## src/common/demux_macros.svh

```systemverilog
/*
  Write demux parameters.
  Port count, ID tracking depth and bus widths.
*/
`ifndef DEMUX_MACROS_SVH
`define DEMUX_MACROS_SVH

// master ports and the select that picks one
`define DEMUX_NUM_PORTS  4
`define DEMUX_SEL_WIDTH  2

// full axi id and the low bits that get their own tracker entry
`define DEMUX_ID_WIDTH   4
`define DEMUX_LOOK_BITS  2

// bus widths
`define DEMUX_ADDR_WIDTH 32
`define DEMUX_DATA_WIDTH 32

// in-flight counters saturate at all ones
`define DEMUX_CNT_WIDTH  3

`endif

```

## src/common/demux_pkg.sv

```systemverilog
/*
  Write demux types.
  Channel payloads, port bundles and the select and counter types.
*/
`include "demux_macros.svh"

package demux_pkg;

  // port select and in-flight count
  typedef logic [`DEMUX_SEL_WIDTH-1:0] sel_t;
  typedef logic [`DEMUX_CNT_WIDTH-1:0] cnt_t;

  // ----------------------------------------
  // channel payloads
  // ----------------------------------------
  typedef struct packed {
    logic [`DEMUX_ID_WIDTH-1:0]   id;
    logic [`DEMUX_ADDR_WIDTH-1:0] addr;
    // axi4 burst length, beats minus one
    logic [7:0]                   len;
  } aw_chan_t;

  typedef struct packed {
    logic [`DEMUX_DATA_WIDTH-1:0]   data;
    logic [`DEMUX_DATA_WIDTH/8-1:0] strb;
    logic                           last;
  } w_chan_t;

  typedef struct packed {
    logic [`DEMUX_ID_WIDTH-1:0] id;
    logic [1:0]                 resp;
  } b_chan_t;

  // ----------------------------------------
  // payload plus valid
  // ----------------------------------------
  typedef struct packed {aw_chan_t aw; logic valid;} aw_port_t;
  typedef struct packed {w_chan_t w; logic valid;} w_port_t;
  typedef struct packed {b_chan_t b; logic valid;} b_port_t;

endpackage

```

## src/write_route/aw_lock_fsm.sv

```systemverilog
/*
  AW admission and valid lock.
  Forwards the slave AW to one master once the W, ID and counter
  checks allow it, then holds that valid until the master takes it.
*/
`timescale 1ns/10ps
`include "demux_macros.svh"

module aw_lock_fsm (
  input  logic                               clk_i,
  input  logic                               reset_i,
  input  logic                               aw_valid_i,
  input  demux_pkg::sel_t                    aw_sel_i,
  input  logic [`DEMUX_ID_WIDTH-1:0]         aw_id_i,
  input  logic [`DEMUX_NUM_PORTS-1:0]        mst_aw_ready_i,
  input  logic                               w_busy_i,
  input  demux_pkg::sel_t                    w_sel_i,
  input  logic                               id_occupied_i,
  input  demux_pkg::sel_t                    id_sel_i,
  input  logic                               id_full_i,
  input  logic                               cnt_full_i,
  output logic [`DEMUX_NUM_PORTS-1:0]        mst_aw_valid_o,
  output logic                               aw_ready_o,
  output logic                               aw_push_o
);
  import demux_pkg::*;

  typedef enum logic {st_idle, st_locked} state_e;

  state_e                      state_q, state_d;
  // port of the last admitted aw
  sel_t                        push_sel_q;
  // admission terms
  logic                        w_conflict, id_conflict, stall;
  // where the forwarded valid goes this cycle
  logic                        fwd;
  sel_t                        route_sel;

  // open w bursts pin new aws to their port
  assign w_conflict  = w_busy_i && (w_sel_i != aw_sel_i);
  // same tracked id still open elsewhere
  assign id_conflict = id_occupied_i && (id_sel_i != aw_sel_i);
  assign stall = id_full_i || cnt_full_i || w_conflict || id_conflict;

  // ----------------------------------------
  // state machine
  // ----------------------------------------
  always_comb begin
    state_d   = state_q;
    fwd       = 1'b0;
    route_sel = aw_sel_i;
    aw_push_o = 1'b0;
    case (state_q)
      st_idle: begin
        if (aw_valid_i && !stall) begin
          fwd       = 1'b1;
          // push once on the first forwarded cycle
          aw_push_o = 1'b1;
          if (!mst_aw_ready_i[aw_sel_i]) begin
            state_d = st_locked;
          end
        end
      end
      st_locked: begin
        // valid stays on the admitted port whatever the checks say now
        fwd       = 1'b1;
        route_sel = push_sel_q;
        if (mst_aw_ready_i[push_sel_q]) begin
          state_d = st_idle;
        end
      end
      default: state_d = st_idle;
    endcase
  end

  // one-hot valid toward the masters
  always_comb begin
    mst_aw_valid_o = '0;
    mst_aw_valid_o[route_sel] = fwd;
  end
  assign aw_ready_o = fwd && mst_aw_ready_i[route_sel];

  always_ff @(posedge clk_i) begin
    if (reset_i) begin
      state_q <= st_idle;
    end else begin
      state_q <= state_d;
    end
  end

  // captured on every admission
  always_ff @(posedge clk_i) begin
    if (aw_push_o) begin
      push_sel_q <= aw_sel_i;
    end
  end

endmodule

```

## src/write_route/w_route_counter.sv

```systemverilog
/*
  W channel steering.
  Counts open bursts and routes W beats to the port of the
  newest admitted AW, which all open bursts share.
*/
`timescale 1ns/10ps
`include "demux_macros.svh"

module w_route_counter (
  input  logic                        clk_i,
  input  logic                        reset_i,
  input  logic                        aw_push_i,
  input  demux_pkg::sel_t             aw_sel_i,
  input  demux_pkg::w_port_t          w_i,
  input  logic [`DEMUX_NUM_PORTS-1:0] mst_w_ready_i,
  output logic [`DEMUX_NUM_PORTS-1:0] mst_w_valid_o,
  output logic                        w_ready_o,
  output logic                        w_busy_o,
  output demux_pkg::sel_t             w_sel_o,
  output logic                        cnt_full_o
);
  import demux_pkg::*;

  cnt_t open_q;
  sel_t sel_q;
  logic route_valid;
  logic last_done;

  assign w_busy_o   = |open_q;
  assign cnt_full_o = &open_q;
  // with nothing open the aw being pushed now decides the port
  assign w_sel_o     = w_busy_o ? sel_q : aw_sel_i;
  assign route_valid = w_busy_o || aw_push_i;

  // w handshake through the selected port only
  always_comb begin
    mst_w_valid_o = '0;
    w_ready_o     = 1'b0;
    if (route_valid) begin
      mst_w_valid_o[w_sel_o] = w_i.valid;
      w_ready_o              = mst_w_ready_i[w_sel_o];
    end
  end

  // a burst closes when its last beat transfers
  assign last_done = w_i.valid && w_ready_o && w_i.w.last;

  always_ff @(posedge clk_i) begin
    if (reset_i) begin
      open_q <= '0;
    end else begin
      case ({aw_push_i, last_done})
        2'b10:   open_q <= open_q + cnt_t'(1);
        2'b01:   open_q <= open_q - cnt_t'(1);
        default: open_q <= open_q;
      endcase
    end
  end

  always_ff @(posedge clk_i) begin
    if (aw_push_i) begin
      sel_q <= aw_sel_i;
    end
  end

endmodule

```

## src/source/id_track_table.sv

```systemverilog
/*
  Per-ID write tracker.
  One in-flight counter and stored port select for each value of
  the low ID bits, with a lookup for the AW being presented.
*/
`timescale 1ns/10ps
`include "demux_macros.svh"

module id_track_table (
  input  logic                        clk_i,
  input  logic                        reset_i,
  // lookup of the presented aw
  input  logic [`DEMUX_LOOK_BITS-1:0] lookup_id_i,
  output logic                        occupied_o,
  output demux_pkg::sel_t             sel_o,
  output logic                        full_o,
  // admission
  input  logic                        push_i,
  input  logic [`DEMUX_LOOK_BITS-1:0] push_id_i,
  input  demux_pkg::sel_t             push_sel_i,
  // accepted b response
  input  logic                        pop_i,
  input  logic [`DEMUX_LOOK_BITS-1:0] pop_id_i
);
  import demux_pkg::*;

  localparam int unsigned NUM_ENTRIES = 1 << `DEMUX_LOOK_BITS;

  cnt_t                   cnt_q [NUM_ENTRIES];
  sel_t                   sel_q [NUM_ENTRIES];
  logic [NUM_ENTRIES-1:0] push_en;
  logic [NUM_ENTRIES-1:0] pop_en;
  logic [NUM_ENTRIES-1:0] entry_full;

  // ----------------------------------------
  // entry decode
  // ----------------------------------------
  always_comb begin
    for (int i = 0; i < NUM_ENTRIES; i++) begin
      push_en[i]    = push_i && (push_id_i == `DEMUX_LOOK_BITS'(i));
      pop_en[i]     = pop_i && (pop_id_i == `DEMUX_LOOK_BITS'(i));
      entry_full[i] = &cnt_q[i];
    end
  end

  // ----------------------------------------
  // counters
  // ----------------------------------------
  always_ff @(posedge clk_i) begin
    if (reset_i) begin
      for (int i = 0; i < NUM_ENTRIES; i++) begin
        cnt_q[i] <= '0;
      end
    end else begin
      for (int i = 0; i < NUM_ENTRIES; i++) begin
        // push and pop of one id together leave it unchanged
        case ({push_en[i], pop_en[i]})
          2'b10:   cnt_q[i] <= cnt_q[i] + cnt_t'(1);
          2'b01:   cnt_q[i] <= cnt_q[i] - cnt_t'(1);
          default: cnt_q[i] <= cnt_q[i];
        endcase
      end
    end
  end

  // port of the latest push per id
  always_ff @(posedge clk_i) begin
    for (int i = 0; i < NUM_ENTRIES; i++) begin
      if (push_en[i]) begin
        sel_q[i] <= push_sel_i;
      end
    end
  end

  assign occupied_o = |cnt_q[lookup_id_i];
  assign sel_o      = sel_q[lookup_id_i];
  // any saturated entry blocks new admissions
  assign full_o     = |entry_full;

endmodule

```

## src/source/b_resp_arbiter.sv

```systemverilog
/*
  B response merge.
  Round-robin over the master B channels, grant held while the
  slave has not taken the response.
*/
`timescale 1ns/10ps
`include "demux_macros.svh"

module b_resp_arbiter (
  input  logic                                       clk_i,
  input  logic                                       reset_i,
  input  demux_pkg::b_port_t [`DEMUX_NUM_PORTS-1:0]  mst_b_i,
  input  logic                                       b_ready_i,
  output logic               [`DEMUX_NUM_PORTS-1:0]  mst_b_ready_o,
  output demux_pkg::b_port_t                         b_o,
  output logic                                       pop_o,
  output logic               [`DEMUX_LOOK_BITS-1:0]  pop_id_o
);
  import demux_pkg::*;

  // last winner and the held grant
  sel_t last_q;
  logic lock_q;
  sel_t lock_idx_q;
  // search result and the grant in use
  sel_t rr_idx;
  sel_t cand;
  sel_t gnt_idx;

  // ----------------------------------------
  // round-robin search
  // ----------------------------------------
  // scan from farthest to nearest so the port right after the last
  // winner is assigned last and wins, sel_t wraps around the ports
  always_comb begin
    rr_idx = last_q;
    for (int k = `DEMUX_NUM_PORTS; k >= 1; k--) begin
      cand = last_q + sel_t'(k);
      if (mst_b_i[cand].valid) begin
        rr_idx = cand;
      end
    end
  end

  assign gnt_idx = lock_q ? lock_idx_q : rr_idx;

  // winner payload or all zero
  always_comb begin
    b_o = '0;
    if (mst_b_i[gnt_idx].valid) begin
      b_o = mst_b_i[gnt_idx];
    end
  end

  always_comb begin
    mst_b_ready_o = '0;
    mst_b_ready_o[gnt_idx] = b_o.valid && b_ready_i;
  end

  assign pop_o    = b_o.valid && b_ready_i;
  assign pop_id_o = b_o.b.id[`DEMUX_LOOK_BITS-1:0];

  always_ff @(posedge clk_i) begin
    if (reset_i) begin
      lock_q <= 1'b0;
      last_q <= '0;
    end else if (b_o.valid) begin
      if (b_ready_i) begin
        lock_q <= 1'b0;
        last_q <= gnt_idx;
      end else begin
        lock_q <= 1'b1;
      end
    end
  end

  // stalled grant kept for the next cycle
  always_ff @(posedge clk_i) begin
    if (b_o.valid && !b_ready_i) begin
      lock_idx_q <= gnt_idx;
    end
  end

endmodule

```

## src/source/demux_top.sv

```systemverilog
/*
  One-to-four AXI write demux.
  AW goes to the selected master, W follows in AW order,
  B responses are merged back by a round-robin arbiter.
*/
`timescale 1ns/10ps
`include "demux_macros.svh"

module demux_top (
  input  logic                                        clk_i,
  input  logic                                        reset_i,
  // slave port
  input  demux_pkg::aw_port_t                         aw_i,
  input  demux_pkg::sel_t                             aw_sel_i,
  output logic                                        aw_ready_o,
  input  demux_pkg::w_port_t                          w_i,
  output logic                                        w_ready_o,
  output demux_pkg::b_port_t                          b_o,
  input  logic                                        b_ready_i,
  // master ports
  output demux_pkg::aw_port_t [`DEMUX_NUM_PORTS-1:0]  mst_aw_o,
  input  logic                [`DEMUX_NUM_PORTS-1:0]  mst_aw_ready_i,
  output demux_pkg::w_port_t  [`DEMUX_NUM_PORTS-1:0]  mst_w_o,
  input  logic                [`DEMUX_NUM_PORTS-1:0]  mst_w_ready_i,
  input  demux_pkg::b_port_t  [`DEMUX_NUM_PORTS-1:0]  mst_b_i,
  output logic                [`DEMUX_NUM_PORTS-1:0]  mst_b_ready_o
);
  import demux_pkg::*;

  // per-port valids from the route blocks
  logic [`DEMUX_NUM_PORTS-1:0] mst_aw_valid;
  logic [`DEMUX_NUM_PORTS-1:0] mst_w_valid;
  // w steering state seen by the aw admission
  logic                        w_busy;
  logic                        cnt_full;
  sel_t                        w_sel;
  // id lookup for the presented aw
  logic                        id_occupied;
  logic                        id_full;
  sel_t                        id_sel;
  logic [`DEMUX_LOOK_BITS-1:0] aw_look_id;
  // admission and response events
  logic                        aw_push;
  logic                        b_pop;
  logic [`DEMUX_LOOK_BITS-1:0] b_pop_id;

  // only the low id bits are tracked
  assign aw_look_id = aw_i.aw.id[`DEMUX_LOOK_BITS-1:0];

  aw_lock_fsm u_aw_fsm (
    .clk_i          (clk_i),
    .reset_i        (reset_i),
    .aw_valid_i     (aw_i.valid),
    .aw_sel_i       (aw_sel_i),
    .aw_id_i        (aw_i.aw.id),
    .mst_aw_ready_i (mst_aw_ready_i),
    .w_busy_i       (w_busy),
    .w_sel_i        (w_sel),
    .id_occupied_i  (id_occupied),
    .id_sel_i       (id_sel),
    .id_full_i      (id_full),
    .cnt_full_i     (cnt_full),
    .mst_aw_valid_o (mst_aw_valid),
    .aw_ready_o     (aw_ready_o),
    .aw_push_o      (aw_push)
  );

  w_route_counter u_w_route (
    .clk_i         (clk_i),
    .reset_i       (reset_i),
    .aw_push_i     (aw_push),
    .aw_sel_i      (aw_sel_i),
    .w_i           (w_i),
    .mst_w_ready_i (mst_w_ready_i),
    .mst_w_valid_o (mst_w_valid),
    .w_ready_o     (w_ready_o),
    .w_busy_o      (w_busy),
    .w_sel_o       (w_sel),
    .cnt_full_o    (cnt_full)
  );

  id_track_table u_id_table (
    .clk_i       (clk_i),
    .reset_i     (reset_i),
    .lookup_id_i (aw_look_id),
    .push_i      (aw_push),
    .push_id_i   (aw_look_id),
    .push_sel_i  (aw_sel_i),
    .pop_i       (b_pop),
    .pop_id_i    (b_pop_id),
    .occupied_o  (id_occupied),
    .sel_o       (id_sel),
    .full_o      (id_full)
  );

  b_resp_arbiter u_b_arb (
    .clk_i         (clk_i),
    .reset_i       (reset_i),
    .mst_b_i       (mst_b_i),
    .b_ready_i     (b_ready_i),
    .mst_b_ready_o (mst_b_ready_o),
    .b_o           (b_o),
    .pop_o         (b_pop),
    .pop_id_o      (b_pop_id)
  );

  // payloads fan out to every master, only the valids are steered
  for (genvar i = 0; i < `DEMUX_NUM_PORTS; i++) begin : gen_mst_fanout
    assign mst_aw_o[i].aw    = aw_i.aw;
    assign mst_aw_o[i].valid = mst_aw_valid[i];
    assign mst_w_o[i].w      = w_i.w;
    assign mst_w_o[i].valid  = mst_w_valid[i];
  end

endmodule

```

## config.mk

```make
export PLATFORM = sky130hd
export DESIGN_NAME = demux_top
export DESIGN_NICKNAME = d
export VERILOG_FILES = /design/src/common/demux_pkg.sv /design/src/write_route/aw_lock_fsm.sv /design/src/write_route/w_route_counter.sv /design/src/source/id_track_table.sv /design/src/source/b_resp_arbiter.sv /design/src/source/demux_top.sv
export VERILOG_INCLUDE_DIRS = /design/src /design/src/common
export SDC_FILE = /design/constraint.sdc
export NUM_CORES = 1
export LEC_CHECK = 0
export ABC_AREA = 1
export CELL_PAD_IN_SITES_DETAIL_PLACEMENT = 0
export CELL_PAD_IN_SITES_GLOBAL_PLACEMENT = 2
export CORE_AREA = 2 2 185 187
export CTS_BUF_LIST = sky130_fd_sc_hd__clkbuf_2
export DETAILED_ROUTE_END_ITERATION = 7
export DIE_AREA = 0 0 187 189
export DONT_BUFFER_PORTS = 1
export PLACE_DENSITY_LB_ADDON = 0.1
export SLEW_MARGIN = 25
export SYNTH_ARGS = -nofsm -noshare
export SYNTH_HDL_FRONTEND = slang
export SYNTH_SLANG_ARGS = --single-unit
```

## constraint.sdc

```tcl
create_clock -name clk_i -period 3.5 [get_ports clk_i]
set_input_delay 1.05 -clock clk_i [delete_from_list [all_inputs] [get_ports clk_i]]
set_output_delay 1.05 -clock clk_i [all_outputs]
set_load 0.01 [all_outputs]
```

==> summary.txt, run 1 <==
Outcome
  • Status: complete, but fails checks
  • Failing checks: setup timing

Layout
  • Layout cells sized above 1: 54.5%
  • Filler cells: between 3000 and 4000
  • Multi-input logic area: just over 0.002 sq mm
  • Reg area: 870 sq um
  • Final Util: 14.3%
  • Area Overhead vs Synth: -6.44%
  • Fin nets: roughly 610

GRT
  • Largest net degree at the start of global routing: 11
  • Total gr overflow: 0
  • GRT Total Usage: 6.51%
  • First-pass GRT wire length: between 15000 and 20000 microns
  • Vias in the first global route: roughly 3200
  • Initial antenna violation count: 1

Clock tree
  • CTS clk-pin slew, worst paths: 0.21 ns
  • Worst skew pair latency: about 0.45 ns
  • CTS root buffer: clkbuf_2
  • Longest Clk Path Bufs: 2
  • CTS tree: done
  • H-tree depth: 2
  • Post-CTS Hold Buffers: 0
  • TritonCTS buffer count: 5
  • CTS sink cnt: 31

Logic synthesis
  • Net count after synthesis: 818
  • Syn Inst Count: 678
  • Post-synth ARST share: 0%
  • Synth area leader: buf_4
  • Netlist cell types: 37
  • Yosys warns: 0
  • Sequential-to-total area share from yosys stat: 16.9%
  • Synth top area share: ~48%
  • Top_reg_cell synth: edfxtp_1
  • Avg Cell Area, Syn: 7.51 sq um
  • Mapped Area: 0.00509 sq mm
  • Seq cells post-synth: 31
  • Synth area leaders: buf_4 (48%), edfxtp_1 (14%), nand2_1 (5.9%)
  • Number of synthesized flops with an enable pin: 24

Drt
  • Vias: 2849
  • Wire length per cell: ~13 microns
  • WL final: 11600 microns
  • Drt pass-1 iters: 4
  • Remaining DRCs: 0
  • Vias per cell: 3.08
  • Antenna-violating nets left: 0
  • Initial DRC Count: 60

Power
  • Lkg Pwr: around 0.0019 uW
  • Power Total: 4590 uW
  • Worst IR Drop VDD: 0.546 mV
  • P per Cell Area: 964 mW/mm^2

STA
  • Peak Freq: 277 MHz
  • Fin crit period: 3.61 ns
  • RSZ-0062 raised after global routing: yes
  • Slew HR: 65.5%
  • Worst-margin pin slew: 0.516 ns
  • Period utilization: 103%
  • Final Hold Viols: 0
  • Worst Clk Skew: roughly 0.016 ns
  • Fin. max-slew vios: 0
  • Worst setup margin: -0.114 ns
  • Final setup vio count: 15

Critical path
  • Worst r2r src: u_b_arb.last_q[0]$_SDFFE_PP0P_
  • Reg2Reg Depth: 23
  • Arr. time, crit path: 2.56 ns
  • Startpoint types: primary input
  • Crit path from: aw_sel_i[0]
  • Crit. End Element: primary output
  • Reg2Reg Setup Slack: 0.15 ns
  • Critical Path Sink: mst_w_o[38]
  • Worst Path Class, Setup: primary input to primary output
  • Reg2reg end: u_id_table.cnt_q[0][2]$_SDFFCE_PN0P_
  • Critical Path RT: 2.45 ns
  • Max Fanout on Critical Path: 10

Floorplanning
  • Core box area: 0.0333 sq mm
  • Die area: 0.0353 sq mm
  • Row cnt: between 60 and 70
  • Effective utilization at floorplan: approximately 15%
  • Die width: 187 microns
  • Chip height: 189 microns
  • I/O pin total: approximately 470

Placed design
  • Gpl congestion: around 0.70
  • Post-DP HPWL: 9160 microns
  • Port buffer count: 0

Job
  • Max Cap Viol: 0

Min path
  • Min-delay worst type: register to register
==> cells in the mapped netlist (2+ instances only) <==
library cell	number
nand2_2	15
nor2_1	38
a41oi_1	4
nand3_2	6
inv_2	9
dfxtp_1	7
nand3_1	24
inv_1	43
or2_2	3
o31ai_1	7
a22oi_1	4
nor3_1	6
nand2_1	80
xnor2_1	2
buf_4	324
edfxtp_1	24
nor2_4	5
nor2_2	3
o21ai_0	19
xor2_1	5
ha_1	12
fa_1	4
a21oi_1	14
o2111ai_1	2
nand4_1	5
buf_6	2
==> power by group <==
| group | leakage (uW) | total [uW] | switching (uW) | internal, uW |
|---|---|---|---|---|
| logic | 0.00157 | 3750 | 1870 | 1880 |
| registers | 0.000292 | 622 | 93.0 | 529 |
| clock network | 0.0000330 | 218 | 164 | 54.3 |
==> area by class of cell <==
class                   count  share of cell area [%]
multi-input cells         267                    42.9
repair buffers            115                    20.4
flip-flops and latches     31                    18.3
well taps                 448                    11.8
inverters                  54                    5.81
clock buffers               7                   0.736
clock inverters             1                   0.105
diodes                      1                  0.0525
==> cell families (layout without fill, tap and decap cells) <==
logic type,Yosys count,after routing,synth area share [%]
AO/OA/AOI/OAI,54,54,6.71
XOR/XNOR,7,7,1.20
adder cells (fa/ha/maj),16,16,4.52
buffers and inverters,381,177,52.5
flip-flops,31,31,16.9
other,0,1,0
AND/OR/NAND/NOR,189,190,18.2
==> state kept, by name, indices dropped and copies added (netlist names) <==
register and cells:
u_w_route.sel_q 2, u_b_arb.lock_q 1, u_b_arb.last_q 2, u_w_route.open_q 3, u_aw_fsm.state_q 1, u_id_table.sel_q 8
u_b_arb.lock_idx_q 2, u_id_table.cnt_q 12
==> timing repair <==
item,4_1_cts,5_1_grt
pin swaps,30,31
endpoints found under the setup margin,21,28
cloned,1,0
gates resized for setup,92,47
setup buffers,27,10
==> worst min-delay path by stage <==
stage / start / endpoint / slack, ns / cells after the start
floorplan: u_w_route.open_q[1]$_SDFFE_PP0P_ / u_w_route.open_q[1]$_SDFFE_PP0P_ / 0.46 / 2
global placement: u_w_route.open_q[1]$_SDFFE_PP0P_ / u_w_route.open_q[1]$_SDFFE_PP0P_ / 0.48 / 2
detailed placement: u_w_route.open_q[1]$_SDFFE_PP0P_ / u_w_route.open_q[1]$_SDFFE_PP0P_ / 0.49 / 2
CTS: u_b_arb.last_q[0]$_SDFFE_PP0P_ / u_b_arb.last_q[0]$_SDFFE_PP0P_ / 0.50 / 2
global route: u_w_route.open_q[2]$_SDFFE_PP0P_ / u_w_route.open_q[2]$_SDFFE_PP0P_ / 0.53 / 2
finish: u_w_route.open_q[2]$_SDFFE_PP0P_ / u_w_route.open_q[2]$_SDFFE_PP0P_ / 0.51 / 2
==> routing by layer <==
metal	vias to the layer above	part of all wire, %	global-route usage (%)	wire length [microns]
met5	-	0	0	0
li1	1416	-	-	-
met3	55	8.9	2.45	1040
met1	1279	40	7.16	4690
met2	99	47	10.6	5420
met4	0	3.9	4.15	451
==> worst max-delay path, stage by stage <==
cell,delay (ns)
clkinvlp_4,0.09
o21ai_4,0.17
xor2_1,0.18
nand3_2,0.13
nor4_4,0.34
nand3_2,0.16
nand2_4,0.12
nand2_1,0.07
buf_4,0.14
nor2_4,0.10
==> per-stage QoR <==
| step | instance area (sq um) | hold WS (ns) | setup TNS, ns | setup slack, ns | cells |
|---|---|---|---|---|---|
| 6_report | 4760 | 0.513 | -0.674 | -0.114 | 924 |
| 5_1_grt | 4760 | 0.528 | -4.10 | -0.296 | 924 |
| 4_1_cts | 4510 | 0.497 | -2.19 | -0.213 | 916 |
| 3_5_place_dp | 3930 | 0.488 | -8.58 | -0.324 | 882 |
| 3_3_place_gp | 3930 | 0.482 | -8.04 | -0.378 | 882 |
| 2_1_floorplan | 5190 | 0.459 | -0.0377 | -0.0377 | 678 |
==> placed cells by master, fill, tap and decap left out, types with 2 or more instances in the layout <==
master,instances
o21ai_0,17
inv_6,2
a21oi_1,11
nand3_4,4
inv_4,3
nand4_1,5
dfxtp_1,2
xor2_1,4
or2_4,2
o31ai_1,6
fa_2,3
edfxtp_1,24
a21oi_2,2
nand2_8,3
inv_1,35
ha_1,9
nor2_1,24
nand2_1,49
nor3_1,2
nand3_1,16
inv_2,8
clkbuf_2,7
dfxtp_2,4
inv_12,3
nor2_2,4
nand2_4,8
o21ai_1,2
a22oi_1,4
inv_8,2
nand3_2,10
nand2_2,37
a41oi_2,4
nor3_2,3
nor2_4,18
ha_4,2
buf_6,23
o2111ai_1,2
buf_4,90
Note: power is estimated with default switching activity, not from simulation.
==> run 2: changes to the inputs <==
Settings changed: ABC_AREA 1 to unset, CORE_AREA 2 2 185 187 to 2 2 181 183, DIE_AREA 0 0 187 189 to 0 0 183 185, HOLD_SLACK_MARGIN set to 0.05, SKIP_LAST_GASP set to 1.
==> run 2 against run 1 <==
  * The flow still finishes with violations (setup timing)
  * Area after synthesis down 0.91%
  * Worst hold slack improved by 0.019 ns
  * Register-to-register slack worse by 0.22 ns
  * Wire length up 1.0%
  * Sequential power shrank 8.8%
  * Core utilization decreased by 1.4 points
  * Critical path type unchanged
==> summary.txt, run 2 <==
Outcome
  • Status: complete, but fails checks
  • Failing checks: setup timing

Floorplanning
  • Die area: 0.0339 sq mm (-4.2%)
  • I/O pin total: 469 (unchanged)
  • Core box area: 0.0320 sq mm (-3.7%)
  • Row cnt: 66 (-1.5%)
  • Chip height: 185 microns (-2.1%)
  • Effective utilization at floorplan: 15.7% (+0.45 points)
  • Die width: 183 microns (-2.1%)

Logic synthesis
  • Yosys warns: 0 (unchanged)
  • Synth area leaders: buf_4 (48%), edfxtp_1 (14%), mux2i_1 (4.0%)
  • Netlist cell types: 51 (+38%)
  • Syn Inst Count: 601 (-11%)
  • Seq cells post-synth: 31 (unchanged)
  • Post-synth ARST share: 0% (unchanged)
  • Top_reg_cell synth: edfxtp_1
  • Mapped Area: 0.00504 sq mm (-0.91%)
  • Synth top area share: 48.2% (+0.44 points)
  • Count leader, synth: buf_4
  • Sequential-to-total area share from yosys stat: 17.1% (+0.16 points)
  • Net count after synthesis: 741 (-9.4%)
  • Number of synthesized flops with an enable pin: 24 (unchanged)
  • Avg Cell Area, Syn: 8.39 sq um (+12%)
  • Synth area leader: buf_4
  • Top post-synthesis cells by count: buf_4 (324), edfxtp_1 (24), nor3_1 (22), nand2_1 (21), nor2_1 (21)

STA
  • Final setup vio count: 27 (+12)
  • Fin crit period: 3.89 ns (+0.272 ns)
  • Worst Clk Skew: 0.0109 ns (-0.00544 ns)
  • Fin. max-slew vios: 0 (unchanged)
  • Period utilization: 111% (+7.8 points)
  • Worst setup margin: -0.385 ns (-0.272 ns)
  • Worst-margin pin slew: 0.629 ns (+0.113 ns)
  • RSZ-0062 raised after global routing: yes
  • Slew HR: 56.9% (-8.7 points)
  • Peak Freq: 257 MHz (-7.0%)
  • Final Hold Viols: 0 (unchanged)

Clock tree
  • H-tree depth: 2 (unchanged)
  • CTS tree: done
  • CTS root buffer: clkbuf_2
  • CTS clk-pin slew, worst paths: 0.19 ns (-0.02 ns)
  • Longest Clk Path Bufs: 2 (unchanged)
  • Worst skew pair latency: 0.44 ns (about the same)
  • Post-CTS Hold Buffers: 0 (unchanged)
  • TritonCTS buffer count: 5 (unchanged)
  • CTS sink cnt: 31 (unchanged)

Drt
  • Drt pass-1 iters: 4 (unchanged)
  • Highest Signal Layer: met4
  • Wire length per cell: 15.6 microns (+24%)
  • Met3 WL: 1090 microns (+5.0%)
  • Vias per cell: 3.27 (+5.9%)
  • Vias: 2459 (-14%)
  • WL final: 11700 microns (+1.0%)
  • Initial DRC Count: 102 (+70%)
  • Remaining DRCs: 0 (unchanged)
  • Met2 wire length: 5480 microns (+1.1%)
  • Sum of routed wire segments on met1: 4380 microns (-6.5%)
  • Antenna-violating nets left: 0 (unchanged)

Layout
  • Top flop regs: u_id_table.cnt_q x12, u_id_table.sel_q x8, u_w_route.open_q x3
  • Commonest non-fill, non-tap cell in the layout: buf_4
  • Multi-input logic area: 0.00196 sq mm (-4.1%)
  • Filler cells: 3616 (-6.1%)
  • Most frequent cells in the layout: buf_4 (66), edfxtp_1 (24), nor2_1 (21)
  • Reg area: 865 sq um (-0.58%)
  • Fin nets: 483 (-21%)
  • Layout cells sized above 1: 45.9% (-8.6 points)
  • Number of flip-flops in the largest register: 12 (unchanged)
  • Register bank with the most flops: u_id_table.cnt_q
  • Area Overhead vs Synth: -17.9%

GRT
  • GRT Total Usage: 6.87% (+0.35 points)
  • Initial antenna violation count: 1 (unchanged)
  • Largest net degree at the start of global routing: 20 (+9)
  • Vias in the first global route: 2715 (-14%)
  • First-pass GRT wire length: 17000 microns (-4.1%)
  • Total gr overflow: 0 (unchanged)

Critical path
  • Startpoint types: primary input
  • Reg2Reg Setup Slack: -0.07 ns (-0.22 ns)
  • Critical Path RT: 2.45 ns (about the same)
  • Crit. End Element: primary output
  • Worst r2r src: u_id_table.cnt_q[3][0]$_DFFE_PP_
  • Max Fanout on Critical Path: 12 (+2)
  • Reg2reg end: u_id_table.cnt_q[0][2]$_SDFFCE_PN0P_
  • Reg2Reg Depth: 15 (-35%)
  • Worst Path Class, Setup: primary input to primary output
  • Arr. time, crit path: 2.84 ns (+0.28 ns)

Power
  • P_int: 1640 uW (-33%)
  • P per Cell Area: 665 mW/mm^2 (-31%)
  • Psw: 1110 uW (-48%)
  • Worst IR Drop VDD: 0.185 mV (-66%)
  • Sequential power share: 20.6% (+7.1 points)
  • Sw frac: 40.4% (-5.9 points)
  • Share of power burned in the clock network: 10.3% (+5.5 points)
  • Combinational share of power: 69.1% (-13 points)
  • Lkg Pwr: 0.00154 uW (-19%)
  • Power Total: 2750 uW (-40%)

Placed design
  • Post-DP HPWL: 9390 microns (+2.5%)
  • Dpl ws: -0.636 ns (-0.311 ns)
  • Gpl congestion: 0.654 (-6.2%)
  • Port buffer count: 0 (unchanged)

Min path
  • Min-delay worst type: register to register
  • Min-delay src: u_w_route.open_q[2]$_SDFFE_PP0P_
  • Hold Crit Endpoint: u_w_route.open_q[2]$_SDFFE_PP0P_
  • Hold Crit Depth: 2 (unchanged)

Job
  • Max Cap Viol: 0 (unchanged)
## run 2: area by class of cell
cell class	instances	area share, %
tap	408	12.3
timing repair buffer	74	15.4
clock buffer	5	0.605
antenna	1	0.0605
multi-input combinational	206	47.3
clock inverter	3	1.06
sequential	31	20.9
inverter	25	2.33
## run 2: per-stage QoR
stage | setup TNS, ns | hold slack, ns | area, sq um | utilization, % | cells
6_report | -4.37 | 0.532 | 4140 | 12.9 | 753
3_5_place_dp | -16.45 | 0.511 | 3700 | 11.5 | 731
4_1_cts | -4.79 | 0.529 | 3950 | 12.3 | 746
3_3_place_gp | -15.54 | 0.513 | 3700 | 11.5 | 731
2_1_floorplan | -8.12 | 0.473 | 5230 | - | 601
5_1_grt | -6.69 | 0.547 | 4140 | 12.9 | 753
## run 2: power groups by stage
stage | logic (uW) | registers [uW] | clock network [uW]
2_1_floorplan | 1370 | 536 | 0
3_3_place_gp | 1590 | 569 | 0
3_5_place_dp | 1570 | 566 | 0
4_1_cts | 1800 | 569 | 302
5_1_grt | 2090 | 579 | 315
6_report | 1900 | 567 | 283
## run 2: critical path: stages
cell and delay, ns:
mux4_2 0.50, xnor2_2 0.15, a21oi_2 0.08, or4b_4 0.53
a21bo_4 0.27, nor3b_4 0.24
## run 2: layer usage
metal / up-vias / GRT usage, %
li1: 1138 / -
met1: 1129 / 7.17
met2: 95 / 11.1
met3: 97 / 2.56
met4: 0 / 5.63
met5: - / 0
## run 2: how the worst max path moves through the flow
stage                     slack [ns]      from                               end
after floorplan                -0.60  aw_i[41]  u_w_route.open_q[2]$_SDFFE_PP0P_
after global placement         -0.56  aw_i[41]  u_w_route.open_q[2]$_SDFFE_PP0P_
after detailed placement       -0.64  aw_i[41]  u_w_route.open_q[2]$_SDFFE_PP0P_
after CTS                      -0.44  aw_i[41]                       mst_w_o[76]
after global routing           -0.47  aw_i[41]                      mst_w_o[114]
final                          -0.39  aw_i[41]                       mst_w_o[76]
## run 2: cell families (layout without fill, tap and decap cells)
| kind of cell | Yosys count | after routing | share of synthesized area, % |
|---|---|---|---|
| buffers and inverters | 364 | 107 | 51.6 |
| AND/OR/NAND/NOR | 105 | 105 | 11.4 |
| AO/OA/AOI/OAI | 45 | 45 | 6.30 |
| flip-flops | 31 | 31 | 17.1 |
| multiplexers | 30 | 30 | 7.32 |
| adder cells (fa/ha/maj) | 16 | 16 | 4.56 |
| XOR/XNOR | 10 | 10 | 1.74 |
| other | 0 | 1 | 0 |
## run 2: repair_timing
action | 4_1_cts | 5_1_grt
pin swaps | 15 | 13
endpoints found under the setup margin | 23 | 30
gates resized for setup | 21 | 26
setup buffers | 6 | 8
cloned | 1 | 0
==> run 3: changes to the inputs <==
Settings changed: PLACE_DENSITY set to 0.49, PLACE_DENSITY_LB_ADDON 0.1 to unset.
==> run 3 against run 2 <==
  * The flow still finishes with violations (setup timing)
  * Wire length shrank 15%
  * Final area shrank 2.7%
  * Clock power shrank 6%
  * Clock-buffer cell count did not move
  * Power fell by 5.9%
  * Highest routed layer unchanged
==> summary.txt, run 3 (synthesized netlist as in run 2, its figures left out) <==
Outcome
  • Status: complete, but fails checks
  • Failing checks: setup timing

GRT
  • Initial antenna violation count: 1 (unchanged)
  • Largest net degree at the start of global routing: 20 (unchanged)
  • GRT Total Usage: 5.65% (-1.2 points)
  • First-pass GRT wire length: 14600 microns (-14%)
  • Vias in the first global route: 2537 (-6.6%)
  • Total gr overflow: 0 (unchanged)

Floorplanning
  • Die width: 183 microns (unchanged)
  • Chip height: 185 microns (unchanged)
  • Die area: 0.0339 sq mm (unchanged)
  • Core box area: 0.0320 sq mm (unchanged)
  • Effective utilization at floorplan: 15.7% (unchanged)
  • Row cnt: 66 (unchanged)
  • I/O pin total: 469 (unchanged)

Layout
  • Final Util: 12.6% (-0.35 points)
  • Fin area: 0.00403 sq mm (-2.7%)
  • Top flop regs: u_id_table.cnt_q x12, u_id_table.sel_q x8, u_w_route.open_q x3
  • Area Overhead vs Synth: -20.2%
  • Register bank with the most flops: u_id_table.cnt_q
  • Fin nets: 468 (-3.1%)
  • Layout cells sized above 1: 44.1% (-1.9 points)
  • Most frequent cells in the layout: buf_4 (48), edfxtp_1 (24), nor2_1 (19), inv_1 (19), nand2_1 (17)
  • Commonest non-fill, non-tap cell in the layout: buf_4
  • Number of flip-flops in the largest register: 12 (unchanged)

Drt
  • Vias: 2404 (-2.2%)
  • Antenna-violating nets left: 0 (unchanged)
  • WL final: 10000 microns (-15%)
  • Drt pass-1 iters: 4 (unchanged)
  • Wire length per cell: 13.6 microns (-13%)
  • Initial DRC Count: 104 (+2.0%)
  • Vias per cell: 3.26 (-0.25%)
  • Remaining DRCs: 0 (unchanged)

STA
  • Fin crit period: 3.88 ns (-0.000849 ns)
  • Worst Clk Skew: 0.0142 ns (+0.00332 ns)
  • Worst-margin pin slew: 0.609 ns (-0.0206 ns)
  • Final setup vio count: 22 (-19%)
  • RSZ-0062 raised after global routing: yes
  • Worst setup margin: -0.385 ns (+0.000849 ns)
  • Hold slack: 0.525 ns (-0.00743 ns)
  • Slew HR: 58.3% (+1.4 points)
  • Peak Freq: 257 MHz (about the same)
  • Period utilization: 111% (about the same)
  • Final Hold Viols: 0 (unchanged)
  • Setup Total Neg Slack: -4.87 ns (-0.491 ns)
  • Fin. max-slew vios: 0 (unchanged)

Placed design
  • Gpl congestion: 0.678 (+3.6%)
  • Dpl ws: -0.580 ns (+0.0550 ns)
  • Post-DP HPWL: 8010 microns (-15%)
  • Area after DPL: 0.00355 sq mm (-4.1%)
  • Port buffer count: 0 (unchanged)

Critical path
  • Worst r2r src: u_id_table.cnt_q[3][0]$_DFFE_PP_
  • Slowest CP cell: or4b_4
  • Startpoint types: primary input
  • Max Fanout on Critical Path: 12 (unchanged)
  • Crit-path max cell delay: 0.51 ns (-0.02 ns)
  • Worst Path Class, Setup: primary input to primary output
  • CP Cell Sequence: mux4_2 > xnor2_2 > a21oi_2 > or4b_4 > a21bo_4 > nor3_2 > buf_4
  • Reg2reg end: u_w_route.open_q[2]$_SDFFE_PP0P_
  • Critical Path RT: 2.45 ns (about the same)
  • Arr. time, crit path: 2.83 ns (about the same)
  • Crit. End Element: primary output
  • Reg2Reg Depth: 14 (-1)
  • Reg2Reg Setup Slack: -0.08 ns (about the same)

Power
  • P_int: 1530 uW (-6.4%)
  • P per Cell Area: 643 mW/mm^2 (-3.3%)
  • Psw: 1060 uW (-5.1%)
  • Share of power burned in the clock network: 10.2% (about the same)
  • Lkg Pwr: 0.00143 uW (-6.7%)
  • Sw frac: 40.8% (+0.32 points)
  • Sequential power share: 21.9% (+1.3 points)
  • Worst IR Drop VDD: 0.258 mV (+39%)
  • Combinational share of power: 67.9% (-1.2 points)

Min path
  • Hold Crit Endpoint: u_w_route.open_q[2]$_SDFFE_PP0P_
  • Min-delay src: u_w_route.open_q[2]$_SDFFE_PP0P_
  • Hold Crit Depth: 2 (unchanged)
  • Min-delay worst type: register to register

Clock tree
  • Longest Clk Path Bufs: 2 (unchanged)
  • H-tree depth: 2 (unchanged)
  • Post-CTS Hold Buffers: 0 (unchanged)
  • CTS root buffer: clkbuf_2
  • CTS sink cnt: 31 (unchanged)
  • CTS tree: done
  • TritonCTS buffer count: 5 (unchanged)
  • CTS clk-pin slew, worst paths: 0.18 ns (about the same)
  • Worst skew pair latency: 0.40 ns (-0.04 ns)

Job
  • Max Cap Viol: 0 (unchanged)
[run 3: cell types whose count changed in the layout (fill, tap and decap cells not counted), sizes merged]
| cell | previous run | this run |
|---|---|---|
| buf | 73 | 59 |
| bufbuf | 1 | 0 |
[run 3: per-stage QoR]
stage | power (uW) | cells
global placement | 1980 | 711
detailed placement | 1990 | 711
finish | 2590 | 738
CTS | 2490 | 732
floorplan | 1910 | 601
global route | 2790 | 738
[run 3: final cells by class]
class	instances	area, sq um
Antenna cell	1	2.50
Clock buffer	5	25.0
Clock inverter	3	38.8
Fill cell	3620	28000
Inverter	25	96.3
Multi-Input combinational cell	206	1990
Sequential cell	31	862
Tap cell	408	510
Timing Repair Buffer	59	502
[run 3: worst max path at each step]
stage,from,endpoint,depth (start not counted)
3_3_place_gp,mst_b_i[21],u_id_table.cnt_q[2][2]$_SDFFCE_PN0P_,13
3_5_place_dp,aw_i[41],u_w_route.open_q[2]$_SDFFE_PP0P_,12
4_1_cts,aw_i[41],mst_w_o[76],6
5_1_grt,aw_i[41],mst_w_o[114],7
2_1_floorplan,aw_i[41],u_w_route.open_q[2]$_SDFFE_PP0P_,14
6_report,aw_i[41],mst_w_o[114],7
[run 3: repair_timing]
item,4_1_cts,5_1_grt
resized for setup,29,28
endpoints found under the hold margin,0,0
setup buffers,13,7
setup endpoints to repair,23,38
pin swaps,19,20
[run 3: power groups by stage]
stage	registers [uW]	clock network, uW	logic [uW]
floorplan	536	0	1370
global placement	566	0	1410
detailed placement	567	0	1420
CTS	565	279	1640
global route	582	290	1920
finish	567	265	1760
[run 3: worst max-delay path, delay by kind of cell]
family / cells / cell delay, ns
compound gates: 2 / 0.34
xor+xnor: 1 / 0.18
buf+inv: 1 / 0.14
mux: 1 / 0.50
simple gates: 2 / 0.62
[run 3: metal layers]
layer	vias up	part of all wire [%]	GRT usage, %
met2	106	46	9.03
li1	1107	-	-
met1	1093	34	5.43
met4	0	9.2	6.53
met5	-	0	0
met3	98	11	1.83
